[src/hw/mmio_pkg.sv]
package mmio_pkg;

    localparam int XLEN = 64;

    // Data RAM window
    localparam logic [XLEN-1:0] RAM_BASE  = 64'h0000_0000_8000_0000;
    localparam int              RAM_WORDS = 512;                 // Double-words
    localparam logic [XLEN-1:0] RAM_LEN   = 64'(RAM_WORDS * 8);  // Bytes
    localparam int              RAM_AW    = $clog2(RAM_WORDS * 8); // Byte offset width

    // Peripheral windows of PERI_LEN bytes each
    localparam logic [XLEN-1:0] KBD_ADDR = 64'h0000_0000_a000_0060;
    localparam logic [XLEN-1:0] SWT_ADDR = 64'h0000_0000_a000_0070;
    localparam logic [XLEN-1:0] RTC_ADDR = 64'h0000_0000_a000_0048;
    localparam logic [XLEN-1:0] SEG_ADDR = 64'h0000_0000_a000_0080;
    localparam logic [XLEN-1:0] LED_ADDR = 64'h0000_0000_a000_0090;
    localparam logic [XLEN-1:0] PERI_LEN = 64'd8;

    // Keyboard scan-code FIFO
    localparam int KB_WIDTH = 8;
    localparam int KB_DEPTH = 8;
    localparam int KB_PTR_W = $clog2(KB_DEPTH);
    localparam int KB_CNT_W = KB_PTR_W + 1;     // Holds 0..KB_DEPTH

    localparam int SEG_WIDTH = 32;
    localparam int LED_WIDTH = 16;

    // Real-time counter prescaler
    localparam int RTC_DIV = 4;                 // Clock cycles per tick
    localparam int RTC_PW  = $clog2(RTC_DIV);

    // Access width with zero extension on loads for the U kinds
    typedef enum logic [2:0] {
        W_B  = 3'd0,
        W_H  = 3'd1,
        W_W  = 3'd2,
        W_D  = 3'd3,
        W_BU = 3'd4,
        W_HU = 3'd5,
        W_WU = 3'd6
    } mem_width_e;

    // One load port and one store port per cycle
    typedef struct packed {
        logic                ren;
        logic [XLEN-1:0]     raddr;
        mem_width_e          rwidth;
        logic                wen;
        logic [XLEN-1:0]     waddr;
        logic [XLEN-1:0]     wdata;
        mem_width_e          wwidth;
    } mem_req_t;

    // Address falls inside [base, base + len)
    function automatic logic in_window(input logic [XLEN-1:0] addr,
                                       input logic [XLEN-1:0] base,
                                       input logic [XLEN-1:0] len);
        return (addr >= base) && (addr < base + len);
    endfunction

endpackage

[src/hw/rtc_timer.sv]
`timescale 1ns/100ps

module rtc_timer (
    input  logic                        clk,
    input  logic                        rst_n,
    output logic [mmio_pkg::XLEN-1:0]   count
);

    import mmio_pkg::*;

    logic [RTC_PW-1:0] presc;
    logic              wrap;

    assign wrap = (presc == RTC_PW'(RTC_DIV - 1));

    always_ff @(posedge clk) begin
        if (!rst_n) begin
            presc <= '0;
            count <= '0;
        end else begin
            if (wrap) begin
                presc <= '0;
                count <= count + 1'b1;  // One tick per RTC_DIV edges
            end else begin
                presc <= presc + 1'b1;
            end
        end
    end

endmodule

[config.mk]
export PLATFORM = sky130hd
export DESIGN_NAME = rtc_timer
export DESIGN_NICKNAME = d
export VERILOG_FILES = /design/src/hw/mmio_pkg.sv /design/src/hw/rtc_timer.sv
export SDC_FILE = /design/constraint.sdc
export NUM_CORES = 1
export LEC_CHECK = 0
export BUFFER_PORTS_ARGS = -buffer_cell sky130_fd_sc_hd__clkbuf_2
export CAP_MARGIN = 10
export CORE_ASPECT_RATIO = 1.5
export CORE_MARGIN = 2
export CORE_UTILIZATION = 31
export DETAILED_ROUTE_END_ITERATION = 10
export SLEW_MARGIN = 10
export SYNTH_ARGS = -nofsm -noshare
export SYNTH_HDL_FRONTEND = slang
export SYNTH_SLANG_ARGS = --single-unit
[constraint.sdc]
create_clock -name clk -period 5.2 [get_ports clk]
set_clock_uncertainty 0.15 [all_clocks]
set_input_delay 0.52 -clock clk [delete_from_list [all_inputs] [get_ports clk]]
set_output_delay 0.52 -clock clk [all_outputs]
set_load 0.02 [all_outputs]
==> flow_summary.ini <==
[power_and_ir_drop]
power_frac_seq_pct = 42.1
power_w = 0.00121
powerDensity_mw_per_mm2 = 304
clkPwrFrac_pct = 56.5
p_switching_w = 0.000242
p_comb_share_pct = 1.4
p_leak_nw = 1.42
p_sw_share_pct = 20.0
peakVddDrop_uv = 164
p_int_w = 0.000971

[worst_setup_path]
cp_max_fo = 12
arrival_ns = 2.86
cp_slowest_cell = or4_1
start_kind = flip-flop
crit_buf_inv = 0
reg2reg_depth = 6
crit_type = flip-flop to flip-flop
r2r_setup_slack_ns = 2.44
slowest_delay_ns = 0.56
worstReg2RegStart = presc[0]
required_ns = 5.30
crit_path_end_kind = flip-flop
crit_path_frequent_cell = nand4_2
r2r-end = count[54]
crit_path_cell_trace = ha_1 > nand4_2 > nor3_2 > nand4_2 > or4_1 > a21oi_1
crit_family = simple AND/OR/NAND/NOR gates

[die]
die_w_um = 87.4
ioPinCount = 66
rows = 45
die_y_um = 129
coreArea_mm2 = 0.0101
start_util_pct = 31.9
dieArea_mm2 = 0.0113

[grt]
antenna_found_initial = 0
globalRouteTotalUtil_pct = 16.9
grt_pass1_vias = 2899
grt_pass1_wl_mm = 14.8
gr-total-overflow = 0
grt_max_degree = 64

[clock_network]
cts_made_buffers = 9
tritoncts = yes
clk_latency_ns = 0.34
cts_root_buf = clkbuf_16
cts_resized = 0
cts_setup_buffers = 0
cts.path.max_buffers = 2
clkTransAtPathRegs_ns = 0.05
htreeDepth = 3
numClockSinks = 66
ctsHoldBuffers = 0

[finish]
drive_above_1_share_pct = 22.5
area_growth_pct = 23.5
diodes = 0
seq_area_mm2 = 0.00132
multi_input_area_mm2 = 0.00183
nets = 447
fill_cells = 1061

[drt]
totalWireLength_mm = 9.20
postRouteAntennaNets = 0
avgViaCountPerCell = 5.48
vias = 3094
post-route-drc-count = 0
dr.pass1.iters = 4
dr.first_iter.drc_count = 227
wl_per_cell_um = 16.3

[place]
io_buffers = 65
dp_slack_ns = 2.46
post-dp-hpwl_mm = 6.80
place_congestion = 0.826

[synth]
yosys-top-cells-area = dfxtp_1 41%, xnor2_1 5.4%, nor2_1 4.9%
ys.flop_type = dfxtp_1
synthCells = 378
ys.warnings.count = 0
yosysTopAreaCell = dfxtp_1
ys_seq_area_share_pct = 40.9
synth_top_area_share_pct = 40.9
ys_ff_latch = 66
synth_cell_types = 40
async_flop_share_pct = 0
synth_area_mm2 = 0.00323
synth_edf_count = 0
synth_nets = 382
yosys-top-cells-count = 66 x dfxtp_1, 42 x nor2_1, 26 x a21oi_1
synth_most_common_cell = dfxtp_1
synth_area_per_cell_um2 = 8.55

[timing]
min_period_ns = 2.76
fmax_mhz = 363
fin_ws_ns = 2.44
setup_violations = 0
period_share_pct = 53.0
finalSetupTns_ns = 0
hold_viol = 0
max-slew-margin-rel_pct = 26.9
slew_violations = 0
rsz0062_at_grt = no
worst_pin_slew_ns = 1.09

[min_path]
hold_depth = 1
min-delay-start = presc[0]
whs_endpoint = presc[0]
hold_path.class = flip-flop to flip-flop

[run_status]
status = complete, no violations

[flow_run]
maxCapViolations = 0
-- cells in the final DEF, fill, tap and decap left out, types with 20 or more instances in the layout --
cell      instances
dfxtp_1          66
a21oi_1          26
nand4_1          23
nand2_1          25
clkbuf_2         65
xnor2_1          20
nand3_1          22
nor2_1           42
or3_1            20
-- power groups by stage --
stage / sequential (W) / combinational [W] / clock, W
final: 0.000510 / 0.0000168 / 0.000685
after global routing: 0.000511 / 0.0000187 / 0.000713
after CTS: 0.000510 / 0.0000171 / 0.000694
after detailed placement: 0.000522 / 0.0000172 / 0
after global placement: 0.000521 / 0.0000167 / 0
after floorplan: 0.000522 / 0.0000121 / 0
-- area by class of cell --
class,count,share of cell area [%]
clock buffer,12,6.68
sequential,66,33.1
multi-input combinational,293,45.7
clock inverter,4,1.82
timing repair buffer,66,8.34
tap,117,3.67
inverter,7,0.658
-- metrics by stage --
step	cell area (um2)	hold WS [ns]	instances	utilization, %
after floorplan	3230	0.254	378	-
after global placement	3650	0.262	549	36.0
after detailed placement	3650	0.273	549	36.0
after CTS	3990	0.281	565	39.4
after global routing	3990	0.313	565	39.4
final	3990	0.280	565	39.4
-- per-layer routing --
layer  wire length, um  vias to the layer above  global-route usage [%]
met5                 0                        -                       0
met4               193                        0                    8.14
met3               346                       12                    2.99
met2              4870                       68                    29.6
met1              3800                     1483                    19.6
li1                  -                     1531                       -
-- worst reg2reg max path: stages (launching register included) --
cell and delay [ns]:
dfxtp_1 0.33, ha_1 0.46, nand4_2 0.33, nor3_2 0.39, nand4_2 0.29, or4_1 0.56
a21oi_1 0.16
-- sequential cells by signal, indices dropped and copies added, names as in the netlist --
| name | cells |
|---|---|
| count | 64 |
| presc | 2 |
-- how the worst max path moves through the flow --
stage,startpoint,to,slack [ns],cells past startpoint
floorplan,count[0],count[54],2.86,6
detailed placement,presc[0],count[54],2.46,6
finish,presc[0],count[54],2.44,6
global route,presc[0],count[54],2.29,6
CTS,presc[0],count[54],2.44,6
global placement,count[4],count[57],2.53,5
-- cells by family (layout without fill, tap and decap cells) --
logic type / Yosys count / in the layout / share of synthesized area (%)
fa+ha+maj: 2 / 2 / 0.774
simple gates: 199 / 199 / 36.5
mux: 1 / 1 / 0.310
flops: 66 / 66 / 40.9
buf+inv: 19 / 89 / 2.67
compound gates: 56 / 56 / 9.44
xor+xnor: 35 / 35 / 9.48
No activity file was read; power rests on OpenSTA's default activity.
