### config.mk
export PLATFORM = sky130hd
export DESIGN_NAME = mmio
export DESIGN_NICKNAME = d
export VERILOG_FILES = /design/src/hw/mmio_pkg.sv /design/src/hw/mmio.sv
export SDC_FILE = /design/constraint.sdc
export NUM_CORES = 1
export LEC_CHECK = 0
export BUFFER_PORTS_ARGS = -buffer_cell sky130_fd_sc_hd__buf_2
export CAP_MARGIN = 10
export CORE_AREA = 10 10 178 180
export CTS_CLUSTER_SIZE = 10
export DETAILED_ROUTE_END_ITERATION = 7
export DIE_AREA = 0 0 188 190
export PLACE_DENSITY = 0.37
export SYNTH_ARGS = -nofsm -noshare
export SYNTH_HDL_FRONTEND = slang
export SYNTH_SLANG_ARGS = --single-unit
### constraint.sdc
create_clock -name clk -period 2.32 [get_ports clk]
set_input_delay 0.232 -clock clk [delete_from_list [all_inputs] [get_ports clk]]
set_output_delay 0.232 -clock clk [all_outputs]
set_load 0.05 [all_outputs]
### src/hw/mmio_pkg.sv
package mmio_pkg;

    localparam int XLEN = 64;

    // Data RAM window
    localparam logic [XLEN-1:0] RAM_BASE  = 64'h0000_0000_8000_0000;
    localparam int              RAM_WORDS = 512;                 // Double-words
    localparam logic [XLEN-1:0] RAM_LEN   = 64'(RAM_WORDS * 8);  // Bytes
    localparam int              RAM_AW    = $clog2(RAM_WORDS * 8); // Byte offset width

    // Peripheral windows of PERI_LEN bytes each
    localparam logic [XLEN-1:0] KBD_ADDR = 64'h0000_0000_a000_0060;
    localparam logic [XLEN-1:0] SWT_ADDR = 64'h0000_0000_a000_0070;
    localparam logic [XLEN-1:0] RTC_ADDR = 64'h0000_0000_a000_0048;
    localparam logic [XLEN-1:0] SEG_ADDR = 64'h0000_0000_a000_0080;
    localparam logic [XLEN-1:0] LED_ADDR = 64'h0000_0000_a000_0090;
    localparam logic [XLEN-1:0] PERI_LEN = 64'd8;

    // Keyboard scan-code FIFO
    localparam int KB_WIDTH = 8;
    localparam int KB_DEPTH = 8;
    localparam int KB_PTR_W = $clog2(KB_DEPTH);
    localparam int KB_CNT_W = KB_PTR_W + 1;     // Holds 0..KB_DEPTH

    localparam int SEG_WIDTH = 32;
    localparam int LED_WIDTH = 16;

    // Real-time counter prescaler
    localparam int RTC_DIV = 4;                 // Clock cycles per tick
    localparam int RTC_PW  = $clog2(RTC_DIV);

    // Access width with zero extension on loads for the U kinds
    typedef enum logic [2:0] {
        W_B  = 3'd0,
        W_H  = 3'd1,
        W_W  = 3'd2,
        W_D  = 3'd3,
        W_BU = 3'd4,
        W_HU = 3'd5,
        W_WU = 3'd6
    } mem_width_e;

    // One load port and one store port per cycle
    typedef struct packed {
        logic                ren;
        logic [XLEN-1:0]     raddr;
        mem_width_e          rwidth;
        logic                wen;
        logic [XLEN-1:0]     waddr;
        logic [XLEN-1:0]     wdata;
        mem_width_e          wwidth;
    } mem_req_t;

    // Address falls inside [base, base + len)
    function automatic logic in_window(input logic [XLEN-1:0] addr,
                                       input logic [XLEN-1:0] base,
                                       input logic [XLEN-1:0] len);
        return (addr >= base) && (addr < base + len);
    endfunction

endpackage

### src/hw/mmio.sv
`timescale 1ns/100ps

module mmio (
    input  logic                            clk,
    input  logic                            rst_n,
    input  mmio_pkg::mem_req_t              req,
    input  logic [mmio_pkg::XLEN-1:0]       ram_rdata,   // Already extended
    input  logic                            kb_ready,
    input  logic [mmio_pkg::KB_WIDTH-1:0]   kb_head,
    input  logic [7:0]                      swt,
    input  logic [mmio_pkg::XLEN-1:0]       rtc_count,
    output logic                            ram_ren,
    output logic                            ram_wen,
    output logic [mmio_pkg::RAM_AW-1:0]     ram_raddr,
    output logic [mmio_pkg::RAM_AW-1:0]     ram_waddr,
    output logic [mmio_pkg::XLEN-1:0]       rdata,
    output logic                            kb_pop,
    output logic [mmio_pkg::SEG_WIDTH-1:0]  seg,
    output logic [mmio_pkg::LED_WIDTH-1:0]  led
);

    import mmio_pkg::*;

    logic            rd_ram;
    logic            rd_kbd;
    logic            rd_swt;
    logic            rd_rtc;
    logic            wr_ram;
    logic            wr_seg;
    logic            wr_led;
    logic [XLEN-1:0] raddr_off;
    logic [XLEN-1:0] waddr_off;

    // Read-side window hits
    assign rd_ram = in_window(req.raddr, RAM_BASE, RAM_LEN);
    assign rd_kbd = in_window(req.raddr, KBD_ADDR, PERI_LEN);
    assign rd_swt = in_window(req.raddr, SWT_ADDR, PERI_LEN);
    assign rd_rtc = in_window(req.raddr, RTC_ADDR, PERI_LEN);

    // Write-side window hits
    assign wr_ram = in_window(req.waddr, RAM_BASE, RAM_LEN);
    assign wr_seg = in_window(req.waddr, SEG_ADDR, PERI_LEN);
    assign wr_led = in_window(req.waddr, LED_ADDR, PERI_LEN);

    assign raddr_off = req.raddr - RAM_BASE;
    assign waddr_off = req.waddr - RAM_BASE;
    assign ram_raddr = raddr_off[RAM_AW-1:0];   // Byte offset into RAM
    assign ram_waddr = waddr_off[RAM_AW-1:0];

    assign ram_ren = req.ren && rd_ram;
    assign ram_wen = req.wen && wr_ram;         // Stores outside RAM never reach it

    always_comb begin
        rdata  = '0;
        kb_pop = 1'b0;
        if (req.ren) begin
            if (rd_ram) begin
                rdata = ram_rdata;
            end else if (rd_kbd) begin
                if (kb_ready) begin
                    kb_pop = 1'b1;              // Head drops at next edge
                    rdata  = XLEN'(kb_head);
                end
            end else if (rd_swt) begin
                rdata = XLEN'(swt);
            end else if (rd_rtc) begin
                rdata = rtc_count;
            end
        end
    end

    // Display registers
    always_ff @(posedge clk) begin
        if (!rst_n) begin
            seg <= '0;
            led <= '0;
        end else if (req.wen) begin
            if (wr_seg) begin
                seg <= req.wdata[SEG_WIDTH-1:0];
            end else if (wr_led) begin
                led <= req.wdata[LED_WIDTH-1:0];
            end
        end
    end

endmodule

==> flow_metrics.env <==
export IMPL_place_gp_congestion=0.858
export IMPL_clk_latency_ns=0.28
export IMPL_maxSlewViolCount=0
export IMPL_synth_most_common_cell="nand2_1"
export IMPL_layout_drive_gt1_share=0.635
export IMPL_relSlewSlack=0.583
export IMPL_rr_endpoint="seg[6]"
export IMPL_synth_seq_cells=48
export IMPL_reg2reg_depth=2
export IMPL_min_path_cells=3
export IMPL_detail_route_vias_per_cell=3.98
export IMPL_critical_path_class="in -> out"
export IMPL_nets=1147
export IMPL_ys_seq_area_frac=0.306
export IMPL_clock_root_buffer="clkbuf_16"
export IMPL_detail_route_wl_per_cell_um=20.8
export IMPL_cp_end_kind="output port"
export IMPL_critical_path_max_fanout=9
export IMPL_yosysWarningCount=0
export IMPL_routed_wirelength_mm=24.8
export IMPL_cts_buffers=5
export IMPL_grtUsageTotal=0.124
export IMPL_start_util=0.111
export IMPL_power_density_nw_per_um2=291
export IMPL_grt_pass1_wl_mm=33.5
export IMPL_status="complete, but fails checks"
export IMPL_coreArea_um2=28200
export IMPL_hold_viol_final=0
export IMPL_chipHeight_um=190
export IMPL_area_growth_synth_to_final_pct=120
export IMPL_clock_path_buffers=2
export IMPL_grt_ovfl_total=0
export IMPL_max_freq_mhz=428
export IMPL_yosysTopAreaCellShare=0.306
export IMPL_power_total_mw=2.00
export IMPL_synth_ff_type="dfxtp_1"
export IMPL_route_detailed_drc=0
export IMPL_required_ns=2.09
export IMPL_grt_pass1_vias=5062
export IMPL_die_area_um2=35700
export IMPL_pwr_share_comb=0.231
export IMPL_p_sw_uw=559
export IMPL_setup_tns_ns=-0.0667
export IMPL_holdWs_ns=0.181
export IMPL_ys_top_cells_by_count="nand2_1, a22o_1, dfxtp_1, mux2i_1, buf_4"
export IMPL_synthesis_area_um2=3140
export IMPL_cts_max_level=2
export IMPL_startpoint="req[168]"
export IMPL_synth_async_reset_ratio=0
export IMPL_antenna_found_initial=16
export IMPL_syn_avg_cell_area_um2=8.39
export IMPL_clock_power_share=0.358
export IMPL_tightest_slew_ns=0.626
export IMPL_synth_fp_nets=721
export IMPL_seq_power_share=0.411
export IMPL_die_x_um=188
export IMPL_hold_end="seg[25]"
export IMPL_ios=486
export IMPL_synth_edf_count=0
export IMPL_syn_inst=374
export IMPL_grt_max_degree=48
export IMPL_cts_tree="yes"
export IMPL_min_path_type="in -> reg"
export IMPL_maxCapViolCount=0
export IMPL_portBuffers=435
export IMPL_fin_skew_ns=0
export IMPL_vias=4749
export IMPL_hpwl_mm=21.0
export IMPL_reg2reg_from="seg[6]"
export IMPL_finalWorstSetupSlack_ns=-0.0179
export IMPL_clk_pin_slew_worst_paths_ns=0.07
export IMPL_cp_arrival_ns=2.11
export IMPL_ys_types=28
export IMPL_p_int_mw=1.44
export IMPL_vdd_ir_drop_max_mv=0.269
export IMPL_drt_initial_drc_count=148
export IMPL_regToRegSetupSlack_ns=1.71
export IMPL_violations="negative setup slack"
export IMPL_critPathLaunchType="input port"
export IMPL_setup_viol=10
export IMPL_ant_nets=0
export IMPL_p_leak_nw=3.66
export IMPL_drt_first_pass_iters=4
export IMPL_yosysTopAreaCell="dfxtp_1"
export IMPL_hold_start="req[28]"
export IMPL_cts_sinks=48
export IMPL_rsz0062_at_grt="yes"
export IMPL_yosys_top_cells_area="dfxtp_1, a22o_1, mux2i_1"
export IMPL_post_route_period_util=1.01
export IMPL_switching_share=0.279
export IMPL_rows=62
export IMPL_period_needed_ns=2.34
## kinds of logic after synthesis
group / synth area share
AOI/OAI and AO/OA: 0.198
buffers and inverters: 0.119
DFF: 0.306
muxes: 0.153
and+or+nand+nor: 0.224
## power groups by stage
stage	clock (mW)	combinational, mW	sequential (mW)
floorplan	0	0.170	0.842
global placement	0	0.435	0.842
detailed placement	0	0.436	0.842
CTS	0.741	0.446	0.823
global route	0.769	0.501	0.823
finish	0.717	0.462	0.823
## timing repair
item	in CTS	in global routing
gates resized for setup	78	82
hold buffers	0	0
endpoints found under the hold margin	0	0
buffers inserted	3	9
endpoints found under the setup margin	66	66
gates cloned	1	10
pin swaps	2	29
## cell usage in the layout (no fill, tap or decap), types with 9 or more instances in the layout
cell       netlist  final
a22o_1          56     48
buf_12           0     18
buf_2            7    367
buf_4           30     18
buf_6            3     57
clkbuf_16        0     12
dfxtp_1         48     48
diode_2          0      9
mux2i_1         48     48
nand2_1         83     82
nand3_1         11     10
nor4_1          23     15
## metrics by stage
step	util	worst slack [ns]	std cells	instance area (µm²)
2_1_floorplan	-	-0.124	374	3150
3_3_place_gp	0.204	-0.254	1155	5760
3_5_place_dp	0.204	-0.288	1155	5760
4_1_cts	0.221	-0.0510	1167	6240
5_1_grt	0.244	-0.141	1193	6890
6_report	0.244	-0.0179	1194	6890
## registers in the layout, summed over array words and instances (netlist names)
register / count
led: 16
seg: 32
## worst max-delay path by stage
stage	to	slack [ns]
6_report	rdata[48]	-0.02
5_1_grt	rdata[4]	-0.14
4_1_cts	rdata[4]	-0.05
3_5_place_dp	rdata[4]	-0.29
3_3_place_gp	rdata[4]	-0.25
2_1_floorplan	rdata[0]	-0.12
## critical path, stage by stage
cell	delay [ns]
buf_6	0.10
nor4_4	0.27
nand3_2	0.15
nor4_4	0.33
buf_4	0.15
and4_4	0.22
buf_12	0.16
buf_12	0.14
a22o_1	0.17
buf_6	0.17
## cell type report
type / instances / area [µm²]
well taps: 384 / 480
multi-input cells: 265 / 2050
clock buffers: 5 / 125
fillers: 3180 / 21300
repair buffers: 471 / 3200
clock inverters: 3 / 18.8
diodes: 9 / 22.5
flip-flops and latches: 48 / 961
inverters: 9 / 33.8
## per-layer routing
layer / share of wire / up-vias / GRT usage / wire length [µm]
met2: 0.53 / 315 / 0.232 / 13100
met3: 0.078 / 44 / 0.0414 / 1930
met4: 0.043 / 0 / 0.0554 / 1080
met1: 0.35 / 2168 / 0.121 / 8710
li1: - / 2222 / - / -
met5: 0 / - / 0 / 0
No activity file was read; power rests on OpenSTA's default activity.
