File: src/hw/mmio_pkg.sv
package mmio_pkg;

    localparam int XLEN = 64;

    // Data RAM window
    localparam logic [XLEN-1:0] RAM_BASE  = 64'h0000_0000_8000_0000;
    localparam int              RAM_WORDS = 512;                 // Double-words
    localparam logic [XLEN-1:0] RAM_LEN   = 64'(RAM_WORDS * 8);  // Bytes
    localparam int              RAM_AW    = $clog2(RAM_WORDS * 8); // Byte offset width

    // Peripheral windows of PERI_LEN bytes each
    localparam logic [XLEN-1:0] KBD_ADDR = 64'h0000_0000_a000_0060;
    localparam logic [XLEN-1:0] SWT_ADDR = 64'h0000_0000_a000_0070;
    localparam logic [XLEN-1:0] RTC_ADDR = 64'h0000_0000_a000_0048;
    localparam logic [XLEN-1:0] SEG_ADDR = 64'h0000_0000_a000_0080;
    localparam logic [XLEN-1:0] LED_ADDR = 64'h0000_0000_a000_0090;
    localparam logic [XLEN-1:0] PERI_LEN = 64'd8;

    // Keyboard scan-code FIFO
    localparam int KB_WIDTH = 8;
    localparam int KB_DEPTH = 8;
    localparam int KB_PTR_W = $clog2(KB_DEPTH);
    localparam int KB_CNT_W = KB_PTR_W + 1;     // Holds 0..KB_DEPTH

    localparam int SEG_WIDTH = 32;
    localparam int LED_WIDTH = 16;

    // Real-time counter prescaler
    localparam int RTC_DIV = 4;                 // Clock cycles per tick
    localparam int RTC_PW  = $clog2(RTC_DIV);

    // Access width with zero extension on loads for the U kinds
    typedef enum logic [2:0] {
        W_B  = 3'd0,
        W_H  = 3'd1,
        W_W  = 3'd2,
        W_D  = 3'd3,
        W_BU = 3'd4,
        W_HU = 3'd5,
        W_WU = 3'd6
    } mem_width_e;

    // One load port and one store port per cycle
    typedef struct packed {
        logic                ren;
        logic [XLEN-1:0]     raddr;
        mem_width_e          rwidth;
        logic                wen;
        logic [XLEN-1:0]     waddr;
        logic [XLEN-1:0]     wdata;
        mem_width_e          wwidth;
    } mem_req_t;

    // Address falls inside [base, base + len)
    function automatic logic in_window(input logic [XLEN-1:0] addr,
                                       input logic [XLEN-1:0] base,
                                       input logic [XLEN-1:0] len);
        return (addr >= base) && (addr < base + len);
    endfunction

endpackage

File: src/hw/kbd_fifo.sv
`timescale 1ns/100ps

module kbd_fifo (
    input  logic                            clk,
    input  logic                            rst_n,
    input  logic [mmio_pkg::KB_WIDTH-1:0]   kb_code,
    input  logic                            kb_valid,   // One strobe per scan code
    input  logic                            pop,
    output logic                            ready,
    output logic [mmio_pkg::KB_WIDTH-1:0]   head
);

    import mmio_pkg::*;

    logic [KB_WIDTH-1:0] fifo_mem [KB_DEPTH];
    logic [KB_PTR_W-1:0] rd_ptr;
    logic [KB_PTR_W-1:0] wr_ptr;
    logic [KB_CNT_W-1:0] count;
    logic                do_push;
    logic                do_pop;

    assign do_pop  = pop && (count != '0);
    // A full FIFO still accepts a code when the head leaves this cycle
    assign do_push = kb_valid && ((count != KB_CNT_W'(KB_DEPTH)) || do_pop);

    always_ff @(posedge clk) begin
        if (!rst_n) begin
            rd_ptr <= '0;
            wr_ptr <= '0;
            count  <= '0;
        end else begin
            if (do_push) begin
                wr_ptr <= wr_ptr + 1'b1;        // Wraps at KB_DEPTH
            end
            if (do_pop) begin
                rd_ptr <= rd_ptr + 1'b1;
            end
            case ({do_push, do_pop})
                2'b10:   count <= count + 1'b1;
                2'b01:   count <= count - 1'b1;
                default: count <= count;
            endcase
        end
    end

    always_ff @(posedge clk) begin
        if (do_push) begin
            fifo_mem[wr_ptr] <= kb_code;
        end
    end

    assign ready = (count != '0);
    assign head  = fifo_mem[rd_ptr];

endmodule

File: config.mk
export PLATFORM = sky130hd
export DESIGN_NAME = kbd_fifo
export DESIGN_NICKNAME = d
export VERILOG_FILES = /design/src/hw/mmio_pkg.sv /design/src/hw/kbd_fifo.sv
export SDC_FILE = /design/constraint.sdc
export NUM_CORES = 1
export LEC_CHECK = 0
export BUFFER_PORTS_ARGS = -buffer_cell sky130_fd_sc_hd__buf_4
export CAP_MARGIN = 10
export CORE_UTILIZATION = 42
export CTS_BUF_LIST = sky130_fd_sc_hd__clkbuf_8
export DETAILED_ROUTE_END_ITERATION = 8
export PLACE_DENSITY = 0.66
export REMOVE_ABC_BUFFERS = 1
export SYNTH_ARGS = -nofsm -noshare
export SYNTH_HDL_FRONTEND = slang
export SYNTH_SLANG_ARGS = --single-unit
File: constraint.sdc
create_clock -name clk -period 3.55 [get_ports clk]
set_input_delay 0.71 -clock clk [delete_from_list [all_inputs] [get_ports clk]]
set_output_delay 0.71 -clock clk [all_outputs]
set_load 0.02 [all_outputs]
==> flow_metrics.env, run 1 <==
export IMPL_syn_inst=175
export IMPL_clk_latency_ns=0.35
export IMPL_grt_max_degree=17
export IMPL_ir_worst_vdd_uv=322.7
export IMPL_grt_pass1_wl_um=7734
export IMPL_critPathArrivalTime_ns=1.99
export IMPL_clockBufferDepth=2
export IMPL_relSlewSlack_pct=38.04
export IMPL_synth_area_sq_um=3189
export IMPL_clock_root_buffer="clkbuf_8"
export IMPL_syn2layout_area_growth_pct=14.52
export IMPL_period_needed_ns=2.704
export IMPL_dieWidth_um=89.14
export IMPL_grt_pass1_vias=1528
export IMPL_drv_cap=0
export IMPL_grt_ovfl_total=0
export IMPL_first_iter_violations=80
export IMPL_fp_coreArea_sq_um=7292
export IMPL_synth_ff_type="edfxtp_1"
export IMPL_vias=1610
export IMPL_die_h_um=89.14
export IMPL_clkTransAtPathRegs_ns=0.08
export IMPL_antenna_left=0
export IMPL_fin_hold_ws_ns=0.5009
export IMPL_postCtsSetupRepairBufs=0
export IMPL_fillers=643
export IMPL_rsz0062_at_grt="false"
export IMPL_viasPerCell=5.210
export IMPL_hold_buffers=0
export IMPL_avgSynthCellArea_sq_um=18.22
export IMPL_worst_ep_required_time_ns=2.84
export IMPL_status="finished clean"
export IMPL_power_leakage_nw=1.261
export IMPL_min_path_type="reg2reg"
export IMPL_hpwl_um=3199
export IMPL_num_antenna_cells=0
export IMPL_antenna_found_initial=0
export IMPL_final_hold_violation_count=0
export IMPL_stdcell_count=309
export IMPL_synth_async_sr_flop_share_pct=0
export IMPL_rows=31
export IMPL_htreeDepth=3
export IMPL_cp_max_fo=16
export IMPL_ys_ff_latch=77
export IMPL_finalCritPeriodShare_pct=76.17
export IMPL_cts_tree="built"
export IMPL_seq_area_frac_synth_pct=68.42
export IMPL_setup_worst_path_end_class="output port"
export IMPL_ys_types=37
export IMPL_dpl_cell_count=293
export IMPL_final_max_slew_viol_count=0
export IMPL_dr_pass1_iters=4
export IMPL_min_from="wr_ptr[0]"
export IMPL_cts_made_buffers=9
export IMPL_place_congestion=0.7071
export IMPL_fmax_ghz=0.3698
export IMPL_start_util_pct=43.74
export IMPL_drive_gt1_share_pct=25.71
export IMPL_ctsResizeCount=0
export IMPL_synth_warnings=0
export IMPL_post_drt_wl_per_cell_um=16.64
export IMPL_synth_edf_count=64
export IMPL_clock_sinks=77
export IMPL_critPathKind="reg2out"
export IMPL_dieArea_sq_um=7946
export IMPL_p_per_area_nw_per_um2=661.5
export IMPL_rr_startpoint="count[1]"
export IMPL_worstSetupStartpointType="flop"
export IMPL_worstMarginPinSlew_ns=0.9260
export IMPL_top_level_ports=21
export IMPL_wl_um=5143
export IMPL_clock_skew_ns=0.007449
export IMPL_fin_setup_tns_ns=0
export IMPL_seq_area_sq_um=2182
export IMPL_layout_nets=222
export IMPL_setup_viol=0
export IMPL_track_usage_pct=14.33
export IMPL_multiInputGateArea_sq_um=934.6
export IMPL_numPortBuffers=20
export IMPL_route_detailed_drc=0
==> sequential cells by signal, indices dropped and copies added, names as in the netlist, named ones only <==
| signal | count |
|---|---|
| rd_ptr | 3 |
| count | 4 |
| fifo_mem | 64 |
| wr_ptr | 3 |
==> cell usage in the layout (no fill, tap or decap), types with 2 or more instances in the layout <==
cell | netlist | final
o21ai_1 | 2 | 2
mux2_2 | 8 | 8
ha_1 | 4 | 4
nand2b_1 | 4 | 4
xor2_1 | 2 | 2
clkbuf_8 | 0 | 9
mux4_1 | 15 | 15
nor2_1 | 14 | 14
nand3_1 | 3 | 3
edfxtp_1 | 64 | 64
dfxtp_1 | 13 | 13
a21oi_1 | 4 | 4
clkinv_2 | 0 | 2
nand4_1 | 2 | 2
nor3_1 | 3 | 3
xnor2_1 | 4 | 4
inv_6 | 0 | 2
buf_4 | 0 | 26
mux2i_1 | 2 | 2
inv_1 | 5 | 5
o211ai_1 | 3 | 3
nand2_1 | 3 | 3
==> logic make-up (layout without fill, tap and decap cells) <==
| group | after synthesis | in the layout | synth area share [%] |
|---|---|---|---|
| AND/OR/NAND/NOR | 32 | 32 | 4.864 |
| multiplexers | 26 | 26 | 16.52 |
| XOR/XNOR | 6 | 6 | 1.648 |
| buffers and inverters | 12 | 47 | 2.275 |
| flip-flops | 77 | 77 | 68.42 |
| adder cells (fa/ha/maj) | 5 | 5 | 2.197 |
| AO/OA/AOI/OAI | 17 | 17 | 4.080 |
==> metal layers <==
layer / wire length, um / vias up / global-route usage (%)
met4: 124 / 0 / 8.225
li1: - / 761 / -
met2: 2563 / 28 / 23.59
met3: 163 / 11 / 3.324
met1: 2292 / 810 / 17.43
met5: 0 / - / 0
==> final cells by class <==
cell class / instances / area share (%)
flip-flops and latches: 77 / 59.75
multi-input cells: 86 / 25.59
repair buffers: 26 / 5.344
clock buffers: 9 / 3.392
well taps: 99 / 3.392
clock inverters: 7 / 2.021
inverters: 5 / 0.5139
==> synth_stat cells (2+ instances only) <==
master,n,area [sq um]
a21oi_1,4,20.02
nand2b_1,4,25.02
nand4_1,2,12.51
edfxtp_1,64,1922
xnor2_1,4,35.03
mux2i_1,2,20.02
dfxtp_1,13,260.3
nor2_1,14,52.55
buf_2,2,10.01
ha_1,4,50.05
o211ai_1,3,22.52
mux4_1,15,394.1
o21ai_1,2,10.01
inv_1,5,18.77
nand2_1,3,11.26
nand3_1,3,15.01
xor2_1,2,17.52
mux2_2,8,90.09
nor3_1,3,15.01
==> metrics by stage <==
stage                     utilization, %  setup WS (ns)  power [mW]  instance area, sq um
after detailed placement           47.37          1.023       1.794                  3455
final                              50.09         0.8458       2.416                  3652
after global routing               50.09         0.7617       2.532                  3652
after CTS                          50.09         0.8082       2.439                  3652
after floorplan                        -          1.080       1.591                  3136
after global placement             47.37          1.099       1.784                  3455
==> report_power, final <==
group	switching [mW]	internal (mW)
registers	0.0662	1.04
logic	0.319	0.341
clock network	0.321	0.328
==> worst paths after layout <==
path	endpoint	cells past startpoint	slack, ns
max	head[3]	3	0.85
min	wr_ptr[0]	2	0.50
max reg2reg	count[3]	9	1.01
min reg2reg	wr_ptr[0]	2	0.50
==> critical path: stages, from the launching register on <==
cell and delay, ns:
dfxtp_1 0.79, mux4_1 0.41, mux2_2 0.29, buf_4 0.16
Note: power is estimated with default switching activity, not from simulation.
==> inputs of run 2 (changes only) <==
Clock period 3.55 ns to 2.8 ns, I/O delays scaled along.
==> flow_metrics.env, run 2 (same netlist as run 1, synthesis figures left out) <==
export IMPL_status="finished clean"
export IMPL_final_max_slew_viol_count=0
export IMPL_r2r_end="count[3]"
export IMPL_num_antenna_cells=0
export IMPL_clock_root_buffer="clkbuf_8"
export IMPL_die_h_um=89.14
export IMPL_worst_ep_required_time_ns=2.24
export IMPL_worstMarginPinSlew_ns=0.6742
export IMPL_postCtsSetupRepairBufs=0
export IMPL_final_common_cell="edfxtp_1"
export IMPL_dr_pass1_iters=4
export IMPL_min_path_type="in2reg"
export IMPL_antenna_found_initial=0
export IMPL_final_hold_violation_count=0
export IMPL_hold_buffers=0
export IMPL_worstSetupStartpointType="flop"
export IMPL_ir_worst_vdd_uv=573.4
export IMPL_clkTransAtPathRegs_ns=0.08
export IMPL_p_per_area_nw_per_um2=837.5
export IMPL_clock_skew_ns=0.009535
export IMPL_grt_max_degree=17
export IMPL_cts_tree="built"
export IMPL_rows=31
export IMPL_relSlewSlack_pct=54.71
export IMPL_dieWidth_um=89.14
export IMPL_layout_nets=227
export IMPL_cts_made_buffers=9
export IMPL_setup_viol=0
export IMPL_hpwl_um=3319
export IMPL_finalPower_mw=3.090
export IMPL_antenna_left=0
export IMPL_track_usage_pct=15.39
export IMPL_grt_pass1_vias=1607
export IMPL_path_cells="buf_4 > mux4_1 > mux2_2 > buf_4"
export IMPL_r2r_slack_ns=0.47
export IMPL_drv_cap=0
export IMPL_rsz0062_at_grt="false"
export IMPL_clock_sinks=77
export IMPL_vias=1591
export IMPL_first_iter_violations=59
export IMPL_drive_gt1_share_pct=26.98
export IMPL_place_area_sq_um=3492
export IMPL_setup_worst_path_end_class="output port"
export IMPL_clk_latency_ns=0.34
export IMPL_finalCritPeriodShare_pct=90.51
export IMPL_wl_um=5362
export IMPL_critPathKind="reg2out"
export IMPL_power_leakage_nw=1.277
export IMPL_post_drt_wl_per_cell_um=17.08
export IMPL_whs_endpoint="fifo_mem[4][7]"
export IMPL_cp_max_fo=16
export IMPL_route_detailed_drc=0
export IMPL_layout_common_cells="edfxtp_1 (64), buf_4 (31), mux4_1 (15)"
export IMPL_stdcell_count=314
export IMPL_slowest_stage="mux4_1"
export IMPL_grt_ovfl_total=0
export IMPL_min_from="kb_code[7]"
export IMPL_min_path_cells=1
export IMPL_start_util_pct=43.74
export IMPL_stdcell_area_sq_um=3690
export IMPL_syn2layout_area_growth_pct=15.69
export IMPL_top_level_ports=21
export IMPL_ctsResizeCount=0
export IMPL_largestRegisters="fifo_mem: 64 flops, count: 4 flops"
export IMPL_fmax_ghz=0.3946
export IMPL_numPortBuffers=20
export IMPL_fin_setup_tns_ns=0
export IMPL_largest_register_ffs=64
export IMPL_dpl_cell_count=298
export IMPL_regMostFlops="fifo_mem"
export IMPL_clockBufferDepth=2
export IMPL_period_needed_ns=2.534
export IMPL_final_core_util_pct=50.60
export IMPL_viasPerCell=5.067
export IMPL_fp_coreArea_sq_um=7292
export IMPL_critPathArrivalTime_ns=1.97
export IMPL_rr_startpoint="count[1]"
export IMPL_grt_pass1_wl_um=8369
export IMPL_max_stage_delay_ns=0.58
export IMPL_r2r_cells=10
export IMPL_place_congestion=0.7530
export IMPL_dieArea_sq_um=7946
export IMPL_cpMostUsedCell="buf_4"
export IMPL_htreeDepth=3
-- run 2: cell types whose count changed in the layout (fill, tap and decap cells not counted), sizes merged --
cell      previous run  this run
buf                 26        31
clkinvlp             1         3
clkinv               3         1
-- run 2: final cells by class --
class                      instances  area, sq um
fill                             620         3602
sequential                        77         2182
multi-input combinational         86        934.6
timing repair buffer              31        232.7
clock buffer                       9        123.9
tap                               99        123.9
clock inverter                     7        73.82
inverter                           5        18.77
-- run 2: per-stage QoR --
step / hold slack, ns / setup slack, ns
after global placement: 0.4855 / 0.5484
after CTS: 0.4208 / 0.2351
final: 0.4410 / 0.2658
after floorplan: 0.4622 / 0.3305
after detailed placement: 0.4867 / 0.4740
after global routing: 0.4244 / 0.1408
-- run 2: report_power, final --
group	leakage (nW)	internal (mW)	switching, mW	total, mW
combinational	0.500	0.452	0.420	0.872
sequential	0.688	1.32	0.0658	1.39
clock	0.0899	0.414	0.418	0.832
total	1.28	2.19	0.904	3.09
-- run 2: worst max-delay path by stage --
stage | cells past startpoint | startpoint | slack, ns | to
CTS | 4 | flop | 0.24 | head[6]
global placement | 6 | pop | 0.55 | fifo_mem[4][6]
floorplan | 9 | count[1] | 0.33 | count[3]
global route | 4 | flop | 0.14 | head[2]
detailed placement | 6 | pop | 0.47 | fifo_mem[4][6]
finish | 4 | flop | 0.27 | head[3]
-- run 2: per-layer routing --
layer / global-route usage, % / routed length [um] / vias to the layer above
met5: 0 / 0 / -
met4: 6.926 / 46 / 0
met3: 4.894 / 153 / 4
met2: 24.91 / 2721 / 24
met1: 19.03 / 2440 / 793
li1: - / - / 770
-- run 2: worst max-delay path, delay by kind of cell, from the launching register on --
family / cells / cell delay, ns
multiplexers: 2 / 0.87
flip-flops: 1 / 0.32
buffers and inverters: 2 / 0.44
